$ cat src/motion_defs.svh
// Shared widths, counts, command codes and reset defaults; included by the package and the RTL
`ifndef MOTION_DEFS_SVH
`define MOTION_DEFS_SVH

// Bus and axis counts
`define WORD_BITS 64
`define NUM_MOTORS 2
`define BUFFER_SIZE 2     // Must be a power of two

// Datapath widths
`define DDA_BITS 32
`define DURATION_BITS 32
`define POSITION_BITS 32
`define DIVISOR_BITS 8

// DDA clock divisor after reset
`define DEFAULT_DIVISOR 32

// Command header codes (top byte of the first word)
`define CMD_COORDINATED_STEP 8'h01
`define CMD_STATUS_REG 8'hf1
`define CMD_CONFIG_REG 8'hf2

// Version word bytes
`define VERSION_MAJOR 8'd0
`define VERSION_MINOR 8'd3
`define VERSION_PATCH 8'd1

`endif

$ cat src/motion_pkg.sv
// Shared vector types and the sequencer state enum; imported by the motion engine modules
`default_nettype none

`include "motion_defs.svh"

package motion_pkg;

  // One full bus word
  typedef logic [`WORD_BITS-1:0] word_t;

  // Signed DDA rate, also used for the rate ramp
  typedef logic signed [`DDA_BITS-1:0] rate_t;

  // Move length counted in DDA ticks
  typedef logic [`DURATION_BITS-1:0] duration_t;

  // Signed step count per axis
  typedef logic signed [`POSITION_BITS-1:0] position_t;

  typedef logic [`DIVISOR_BITS-1:0] divisor_t;  // System clocks per DDA tick

  // One bit per axis for enable and direction
  typedef logic [`NUM_MOTORS-1:0] motor_mask_t;

  // Index into the move buffer
  typedef logic [$clog2(`BUFFER_SIZE)-1:0] slot_t;

  typedef logic [7:0] header_t;  // Command code

  // Move sequencer states
  typedef enum logic [1:0] {
    SEQ_IDLE,  // Waiting for a pending slot
    SEQ_LOAD,  // Timers latch the new rates
    SEQ_RUN,   // Counting down DDA ticks
    SEQ_DONE   // Retire the slot
  } seq_state_t;

endpackage

`default_nettype wire

$ cat src/spi_command_decoder.sv
// Word-level command decoder fed by the SPI core; fills the move buffer and serves status/config
`default_nettype none

`include "motion_defs.svh"

module spi_command_decoder (
  input  logic                   CLK,
  input  logic                   resetn,
  input  logic                   word_received,
  input  motion_pkg::word_t      word_data_received,
  output motion_pkg::word_t      word_send_data,
  input  logic                   buffer_dtr,
  output motion_pkg::slot_t      wr_slot,
  output logic                   wr_en,
  output logic [2:0]             wr_index,
  output motion_pkg::word_t      wr_data,
  output logic                   dir_wr,
  output logic                   commit,
  input  motion_pkg::position_t  position [`NUM_MOTORS],
  output motion_pkg::motor_mask_t enable,
  output motion_pkg::divisor_t   divisor
);
  import motion_pkg::*;

  // Index of the last payload word of a move
  localparam int LAST_WORD = 1 + 2 * `NUM_MOTORS;

  logic       word_received_q;
  logic       word_rise;     // One cycle after the strobe rises
  header_t    msg_header;    // Zero while waiting for a header
  header_t    new_header;
  logic [7:0] hdr_addr;
  logic [7:0] reg_addr;      // Config register chosen by the header
  logic [2:0] word_count;
  logic       move_drop;     // Move arrived with the buffer full
  logic       commit_q;
  word_t      status_word;
  word_t      config_word;

  assign new_header = word_data_received[`WORD_BITS-1 -: 8];
  assign hdr_addr   = word_data_received[7:0];

  // Edge detect on the word strobe
  always_ff @(posedge CLK) begin
    if (!resetn) begin
      word_received_q <= 1'b0;
      word_rise       <= 1'b0;
    end else begin
      word_received_q <= word_received;
      word_rise       <= word_received & ~word_received_q;
    end
  end

  // Read-only status words
  always_comb begin
    status_word = '0;
    if (hdr_addr == 8'd0) begin
      status_word[23:0] = {`VERSION_MAJOR, `VERSION_MINOR, `VERSION_PATCH};
    end else if (hdr_addr == 8'd1) begin
      status_word[15:0] = {8'(`WORD_BITS), 8'(`NUM_MOTORS)};
    end
    for (int m = 0; m < `NUM_MOTORS; m++) begin
      if (hdr_addr == 8'(2 + m)) begin
        status_word = word_t'(position[m]);  // Sign extended
      end
    end
  end

  always_comb begin
    config_word = '0;
    case (hdr_addr)
      8'd0: config_word[`NUM_MOTORS-1:0] = enable;
      8'd1: config_word[`DIVISOR_BITS-1:0] = divisor;
      default: ;
    endcase
  end

  // Buffer write strobes go out in the update cycle
  assign wr_en    = word_rise && (msg_header == `CMD_COORDINATED_STEP) && !move_drop;
  assign wr_index = word_count;
  assign wr_data  = word_data_received;
  assign dir_wr   = word_rise && (msg_header == '0) &&
                    (new_header == `CMD_COORDINATED_STEP) && buffer_dtr;
  assign commit   = commit_q;

  always_ff @(posedge CLK) begin
    if (!resetn) begin
      word_send_data <= '0;
      msg_header     <= '0;
      word_count     <= '0;
      reg_addr       <= '0;
      move_drop      <= 1'b0;
      commit_q       <= 1'b0;
      enable         <= '0;
      divisor        <= divisor_t'(`DEFAULT_DIVISOR);
    end else begin
      commit_q <= 1'b0;
      if (word_rise) begin
        word_send_data <= '0;
        if (msg_header == '0) begin
          // New transaction
          msg_header <= new_header;
          word_count <= 3'd1;
          reg_addr   <= hdr_addr;
          case (new_header)
            `CMD_COORDINATED_STEP: move_drop <= !buffer_dtr;
            `CMD_STATUS_REG:       word_send_data <= status_word;
            `CMD_CONFIG_REG:       word_send_data <= config_word;
            default: ;
          endcase
        end else begin
          word_count <= word_count + 3'd1;
          case (msg_header)
            `CMD_COORDINATED_STEP: begin
              if (word_count == 3'(LAST_WORD)) begin
                msg_header <= '0;
                word_count <= '0;
                commit_q   <= !move_drop;  // Dropped moves never commit
                move_drop  <= 1'b0;
              end
            end
            `CMD_CONFIG_REG: begin
              // Write from the low half of the second word
              if (reg_addr == 8'd0) begin
                enable <= word_data_received[`NUM_MOTORS-1:0];
              end else if (reg_addr == 8'd1) begin
                divisor <= word_data_received[`DIVISOR_BITS-1:0];
              end
              msg_header <= '0;
              word_count <= '0;
            end
            default: begin
              msg_header <= '0;  // Two-word transaction ends here
              word_count <= '0;
            end
          endcase
        end
      end
    end
  end

  // Next slot once a move is committed
  always_ff @(posedge CLK) begin
    if (!resetn) begin
      wr_slot <= '0;
    end else if (commit_q) begin
      wr_slot <= wr_slot + slot_t'(1);
    end
  end

  a_wr_index_range: assert property (@(posedge CLK) disable iff (!resetn)
    wr_en |-> (wr_index >= 3'd1 && wr_index <= 3'(LAST_WORD)));

endmodule

`default_nettype wire

$ cat src/move_buffer.sv
// Two-slot move storage written by the decoder and read by the sequencer and DDA timers
`default_nettype none

`include "motion_defs.svh"

module move_buffer (
  input  logic                    CLK,
  input  logic                    resetn,
  input  motion_pkg::slot_t       wr_slot,
  input  logic                    wr_en,
  input  logic [2:0]              wr_index,
  input  motion_pkg::word_t       wr_data,
  input  logic                    dir_wr,
  input  logic                    commit,
  input  motion_pkg::slot_t       rd_slot,
  output logic [`BUFFER_SIZE-1:0] slot_ready,
  output motion_pkg::duration_t   move_duration,
  output motion_pkg::rate_t       increment [`NUM_MOTORS],
  output motion_pkg::rate_t       increment_increment [`NUM_MOTORS],
  output motion_pkg::motor_mask_t dir
);
  import motion_pkg::*;

  localparam int MOVE_WORDS = 1 + 2 * `NUM_MOTORS;

  // Word 0 is the duration, then increment and ramp per axis
  word_t       move_words [`BUFFER_SIZE][MOVE_WORDS];
  motor_mask_t dir_mem [`BUFFER_SIZE];

  always_ff @(posedge CLK) begin
    if (wr_en) begin
      move_words[wr_slot][wr_index - 3'd1] <= wr_data;  // Bus index starts at 1
    end
    if (dir_wr) begin
      dir_mem[wr_slot] <= wr_data[`NUM_MOTORS-1:0];
    end
  end

  // Ready flags toggle once per committed move
  always_ff @(posedge CLK) begin
    if (!resetn) begin
      slot_ready <= '0;
    end else if (commit) begin
      slot_ready[wr_slot] <= ~slot_ready[wr_slot];
    end
  end

  assign move_duration = move_words[rd_slot][0][`DURATION_BITS-1:0];
  assign dir           = dir_mem[rd_slot];

  for (genvar m = 0; m < `NUM_MOTORS; m++) begin : g_axis
    assign increment[m]           = move_words[rd_slot][1 + 2 * m][`DDA_BITS-1:0];
    assign increment_increment[m] = move_words[rd_slot][2 + 2 * m][`DDA_BITS-1:0];
  end

  a_commit_after_words: assert property (@(posedge CLK) disable iff (!resetn)
    !(commit && wr_en));

endmodule

`default_nettype wire

$ cat src/move_sequencer.sv
// DDA tick generator and the FSM that loads, times and retires buffered moves
`default_nettype none

`include "motion_defs.svh"

module move_sequencer (
  input  logic                    CLK,
  input  logic                    resetn,
  input  motion_pkg::divisor_t    divisor,
  input  logic [`BUFFER_SIZE-1:0] slot_ready,
  input  motion_pkg::duration_t   move_duration,
  output motion_pkg::slot_t       rd_slot,
  input  motion_pkg::slot_t       wr_slot,
  output logic                    buffer_dtr,
  output logic                    dda_tick,
  output logic                    loading_move,
  output logic                    executing_move,
  output logic                    move_done
);
  import motion_pkg::*;

  divisor_t                tick_count;
  divisor_t                div_eff;     // Divisor of 0 runs like 1
  seq_state_t              state;
  duration_t               ticks_left;
  logic [`BUFFER_SIZE-1:0] slot_done;   // Toggled when a slot retires
  logic                    rd_pending;

  assign div_eff = (divisor == '0) ? divisor_t'(1) : divisor;

  // One tick every div_eff clocks
  always_ff @(posedge CLK) begin
    if (!resetn) begin
      tick_count <= '0;
      dda_tick   <= 1'b0;
    end else if (tick_count >= div_eff - divisor_t'(1)) begin
      tick_count <= '0;
      dda_tick   <= 1'b1;
    end else begin
      tick_count <= tick_count + divisor_t'(1);
      dda_tick   <= 1'b0;
    end
  end

  // Pending means ready and done flags disagree
  assign rd_pending = slot_ready[rd_slot] ^ slot_done[rd_slot];
  assign buffer_dtr = ~(slot_ready[wr_slot] ^ slot_done[wr_slot]);

  assign loading_move   = (state == SEQ_LOAD);
  assign executing_move = (state == SEQ_RUN);
  assign move_done      = (state == SEQ_DONE);

  always_ff @(posedge CLK) begin
    if (!resetn) begin
      state      <= SEQ_IDLE;
      ticks_left <= '0;
      slot_done  <= '0;
      rd_slot    <= '0;
    end else begin
      case (state)
        SEQ_IDLE: begin
          if (rd_pending) begin
            state <= SEQ_LOAD;
          end
        end
        SEQ_LOAD: begin
          ticks_left <= move_duration;
          state      <= (move_duration == '0) ? SEQ_DONE : SEQ_RUN;
        end
        SEQ_RUN: begin
          if (dda_tick) begin
            if (ticks_left == duration_t'(1)) begin
              state <= SEQ_DONE;  // Last tick of the move
            end
            ticks_left <= ticks_left - duration_t'(1);
          end
        end
        SEQ_DONE: begin
          slot_done[rd_slot] <= ~slot_done[rd_slot];
          rd_slot            <= rd_slot + slot_t'(1);
          state              <= SEQ_IDLE;
        end
        default: state <= SEQ_IDLE;
      endcase
    end
  end

  // No commit lands in the slot being loaded or run
  a_active_slot_pending: assert property (@(posedge CLK) disable iff (!resetn)
    (loading_move || executing_move) |-> rd_pending);

endmodule

`default_nettype wire

$ cat src/dda_timer.sv
// Per-axis DDA timer with rate ramp, step pulse and signed step position
`default_nettype none

`include "motion_defs.svh"

module dda_timer (
  input  logic                  CLK,
  input  logic                  resetn,
  input  logic                  dda_tick,
  input  logic                  loading_move,
  input  logic                  executing_move,
  input  motion_pkg::rate_t     increment,
  input  motion_pkg::rate_t     increment_increment,
  input  logic                  dir_bit,
  output logic                  step,
  output motion_pkg::position_t position
);
  import motion_pkg::*;

  logic [`DDA_BITS-1:0] accum;
  rate_t                rate;   // Current rate, ramps each tick
  logic [`DDA_BITS:0]   sum;    // Carry in the top bit
  logic                 advance;

  // Unsigned add so the carry marks a step
  assign sum     = {1'b0, accum} + {1'b0, rate};
  assign advance = dda_tick && executing_move;

  assign step = advance && sum[`DDA_BITS];

  always_ff @(posedge CLK) begin
    if (!resetn) begin
      accum <= '0;
      rate  <= '0;
    end else if (loading_move) begin
      // Fresh move
      accum <= '0;
      rate  <= increment;
    end else if (advance) begin
      accum <= sum[`DDA_BITS-1:0];
      rate  <= rate + increment_increment;
    end
  end

  // Position follows every emitted step
  always_ff @(posedge CLK) begin
    if (!resetn) begin
      position <= '0;
    end else if (step) begin
      if (dir_bit) begin
        position <= position + position_t'(1);
      end else begin
        position <= position - position_t'(1);  // Reverse
      end
    end
  end

endmodule

`default_nettype wire

$ cat src/motion_core.sv
// Top level of the stepper command engine; connects decoder, buffer, sequencer and axis timers
`default_nettype none

`include "motion_defs.svh"

module motion_core (
  input  logic                         CLK,
  input  logic                         resetn,
  input  logic                         word_received,
  input  motion_pkg::word_t            word_data_received,
  output motion_pkg::word_t            word_send_data,
  output logic                         buffer_dtr,
  output logic                         move_done,
  output wire motion_pkg::motor_mask_t step,
  output motion_pkg::motor_mask_t      dir,
  output motion_pkg::motor_mask_t      enable
);
  import motion_pkg::*;

  // Decoder to buffer
  slot_t      wr_slot;
  logic       wr_en;
  logic [2:0] wr_index;
  word_t      wr_data;
  logic       dir_wr;
  logic       commit;

  // Buffer to sequencer and timers
  slot_t                   rd_slot;
  logic [`BUFFER_SIZE-1:0] slot_ready;
  duration_t               move_duration;
  rate_t                   increment [`NUM_MOTORS];
  rate_t                   increment_increment [`NUM_MOTORS];

  divisor_t divisor;
  logic     dda_tick;
  logic     loading_move;
  logic     executing_move;

  wire position_t position [`NUM_MOTORS];  // One driver per axis

  spi_command_decoder u_decoder (
    .CLK                (CLK),
    .resetn             (resetn),
    .word_received      (word_received),
    .word_data_received (word_data_received),
    .word_send_data     (word_send_data),
    .buffer_dtr         (buffer_dtr),
    .wr_slot            (wr_slot),
    .wr_en              (wr_en),
    .wr_index           (wr_index),
    .wr_data            (wr_data),
    .dir_wr             (dir_wr),
    .commit             (commit),
    .position           (position),
    .enable             (enable),
    .divisor            (divisor)
  );

  move_buffer u_buffer (
    .CLK                 (CLK),
    .resetn              (resetn),
    .wr_slot             (wr_slot),
    .wr_en               (wr_en),
    .wr_index            (wr_index),
    .wr_data             (wr_data),
    .dir_wr              (dir_wr),
    .commit              (commit),
    .rd_slot             (rd_slot),
    .slot_ready          (slot_ready),
    .move_duration       (move_duration),
    .increment           (increment),
    .increment_increment (increment_increment),
    .dir                 (dir)
  );

  move_sequencer u_sequencer (
    .CLK            (CLK),
    .resetn         (resetn),
    .divisor        (divisor),
    .slot_ready     (slot_ready),
    .move_duration  (move_duration),
    .rd_slot        (rd_slot),
    .wr_slot        (wr_slot),
    .buffer_dtr     (buffer_dtr),
    .dda_tick       (dda_tick),
    .loading_move   (loading_move),
    .executing_move (executing_move),
    .move_done      (move_done)
  );

  for (genvar m = 0; m < `NUM_MOTORS; m++) begin : g_axis
    dda_timer u_dda (
      .CLK                 (CLK),
      .resetn              (resetn),
      .dda_tick            (dda_tick),
      .loading_move        (loading_move),
      .executing_move      (executing_move),
      .increment           (increment[m]),
      .increment_increment (increment_increment[m]),
      .dir_bit             (dir[m]),
      .step                (step[m]),
      .position            (position[m])
    );
  end

endmodule

`default_nettype wire

$ cat config.mk
export PLATFORM = sky130hd
export DESIGN_NAME = motion_core
export DESIGN_NICKNAME = d
export VERILOG_FILES = /design/src/motion_pkg.sv /design/src/spi_command_decoder.sv /design/src/move_buffer.sv /design/src/move_sequencer.sv /design/src/dda_timer.sv /design/src/motion_core.sv
export VERILOG_INCLUDE_DIRS = /design/src
export SDC_FILE = /design/constraint.sdc
export NUM_CORES = 1
export LEC_CHECK = 0
export BUFFER_PORTS_ARGS = -buffer_cell sky130_fd_sc_hd__buf_4
export CAP_MARGIN = 0
export CELL_PAD_IN_SITES_DETAIL_PLACEMENT = 0
export CELL_PAD_IN_SITES_GLOBAL_PLACEMENT = 2
export CORE_MARGIN = 2
export CORE_UTILIZATION = 45
export CTS_CLUSTER_DIAMETER = 50
export DETAILED_ROUTE_END_ITERATION = 10
export HOLD_SLACK_MARGIN = 0.05
export PLACE_DENSITY_LB_ADDON = 0.12
export RECOVER_POWER = 100
export SYNTH_ARGS = -nofsm -noshare
export SYNTH_HDL_FRONTEND = slang
export SYNTH_HIERARCHICAL = 1
export SYNTH_SLANG_ARGS = --single-unit
$ cat constraint.sdc
create_clock -name CLK -period 8.6 [get_ports CLK]
set_input_delay 0.43 -clock CLK [delete_from_list [all_inputs] [get_ports CLK]]
set_output_delay 0.43 -clock CLK [all_outputs]
set_load 0.05 [all_outputs]
==> impl_metrics.yaml <==
outcome:
  status: "complete, but fails checks"
  violations: "max-capacitance violations, max-slew violations"
timing:
  timing_worst_slew_pin_value_ps: 3220
  maxSlewHeadroom_pct: -114
  finalCritPeriodShare_pct: 76.9
  setup_tns_ps: 0
  clock.fmax_mhz: 151
  finalHoldViolations: 0
  setup_viol: 0
  slew_violations: 754
  fin_worst_skew_ps: 31.5
  rsz0062_at_grt: "false"
  final.min_clock_period_ps: 6610
placement:
  portBuffers: 114
  dpl_cell_area_mm2: 0.0367
  gp_congestion: 0.845
  dpl.hpwl_um: 65800
detailed_routing:
  viasPerCell: 5.78
  route.detailed.drc: 0
  avgRoutedWirePerCell_um: 21.1
  totalWireLength_um: 97400
  first_iter_violations: 1902
  first_pass_iters: 5
  final_antenna_net_count: 0
  vias: 26700
synth:
  synthCells: 3455
  synth_fp_nets: 3732
  postSynthAreaPerCell_um2: 10.2
  syn_area_mm2: 0.0354
  yosysWarnings: 6
critical_path:
  critPathLaunch: "u_sequencer/rd_slot"
  r2r_cells: 14
  cp_max_fo: 41
  cp.required_ps: 9120
  end_kind: "flop"
  path_class: "flop to flop"
  r2r_start: "u_sequencer/rd_slot"
  reg2reg_to: "g_axis[0].u_dda/position[31]"
  endpoint: "g_axis[0].u_dda/position[31]"
  start_kind: "flop"
  crit_arrival_ps: 7130
  r2r_slack_ps: 1990
clock_network:
  cts_htree_levels: 3
  post_cts_resized: 0
  clkTransAtPathRegs_ps: 60
  cts_sinks: 630
  cts_buffers: 91
  cts_root_buffer: "clkbuf_16"
  cts_tree: "yes"
  clockBufferDepth: 3
  insertion_delay_ps: 640
cells_and_area:
  seqCellArea_mm2: 0.0159
  final_cell_area_mm2: 0.0393
  multi_input_area_mm2: 0.0180
  area_growth_syn_to_layout_pct: 11.0
  layout-drive-gt1-share_pct: 11.0
  nFillCells: 7100
  final_nets: 3774
floorplanning:
  ios: 139
  die_w_um: 285
  dieArea_mm2: 0.0809
  dieHeight_um: 285
  core_mm2: 0.0777
  rows: 102
  initial_core_util_pct: 45.6
global_route:
  grt_pass1_wl_um: 151000
  antenna_found_initial: 11
  grt_overflow: 0
  grt_pass1_vias: 26300
  grt_usage_pct: 23.7
  grt_max_degree: 95
job:
  cap_violations: 23
hold_path:
  hold_class: "primary input to flop"
  holdPathStages: 3
pwr:
  powerDensity_mw_per_mm2: 225
  vdd_drop_max_v: 0.000153
  p_leak_uw: 0.0152
[state kept, by name, indices dropped and copies added, names as in the netlist, 2 cells and up]
signal / cells
u_buffer/move_words: 320
g_axis.u_dda/accum: 64
g_axis.u_dda/position: 64
g_axis.u_dda/rate: 64
u_decoder/word_send_data: 32
u_sequencer/ticks_left: 32
u_decoder/divisor: 8
u_decoder/msg_header: 8
u_decoder/reg_addr: 8
u_sequencer/tick_count: 8
u_buffer/dir_mem: 4
u_decoder/wr_index: 3
u_buffer/slot_ready: 2
u_decoder/enable: 2
u_sequencer/slot_done: 2
u_sequencer/state: 2
[timing repair]
item,in CTS,in global routing
hold endpoints to repair,13,0
setup buffers,0,0
hold buffers,10,0
[worst min-delay path by stage]
stage / start / endpoint / slack, ps
3_5_place_dp: u_decoder/word_received_q / u_decoder/word_rise / 380
3_3_place_gp: u_decoder/word_received_q / u_decoder/word_rise / 370
2_1_floorplan: u_decoder/word_received_q / u_decoder/word_rise / 370
6_report: word_data_received[56] / u_decoder/msg_header[0] / 160
4_1_cts: word_data_received[30] / u_buffer/move_words[0][158] / 60
5_1_grt: word_data_received[56] / u_decoder/msg_header[0] / 180
[worst max-delay path, stage by stage, from the launching register on]
cell	delay, ps
dfxtp_1	2030
mux2_1	570
inv_1	420
clkbuf_1	820
ha_1	470
a21oi_1	290
inv_1	80
a31oi_1	150
nand3_1	180
o21ba_1	250
o311a_1	370
o31a_1	310
o21a_1	180
o21a_1	200
mux2i_1	140
[report_power, final]
group	total, uW	internal, uW	switching, uW
clock network	3770	2250	1520
registers	3420	3270	152
logic	1640	623	1020
[placed cells by master, fill, tap and decap left out, types with 71 or more instances in the layout]
cell / count
nand3_1: 93
edfxtp_1: 324
xnor2_1: 95
mux2_2: 89
dfxtp_1: 306
a21oi_1: 323
ha_1: 204
clkbuf_16: 95
nor2_1: 192
clkbuf_1: 133
nand2_1: 335
a21o_1: 122
o21ai_0: 196
mux2i_1: 71
[final cells by class]
cell class	instances	share of cell area [%]
diodes	3	0.0191
flip-flops and latches	630	40.4
clock inverters	64	1.67
clock buffers	108	6.25
inverters	55	0.529
multi-input cells	2558	45.9
repair buffers	161	2.00
well taps	1040	3.31
[stage by stage]
step	std cells	hold WS, ps	total power [uW]	worst slack, ps	utilization, %
6_report	4619	161	8830	1990	50.5
5_1_grt	4616	184	9230	1660	50.5
4_1_cts	4616	56.9	8900	3510	51.3
3_5_place_dp	4434	378	5110	3690	47.2
3_3_place_gp	4434	374	5090	3620	47.2
2_1_floorplan	3455	367	4660	3270	-
[metal layers]
layer	GRT usage (%)	part of all wire, %	vias to the layer above
met5	0	0.059	-
met4	6.03	2.0	10
met3	3.79	5.7	136
met2	39.1	46	631
met1	32.4	46	13000
li1	-	-	12900
Note: power is estimated with default switching activity, not from simulation.
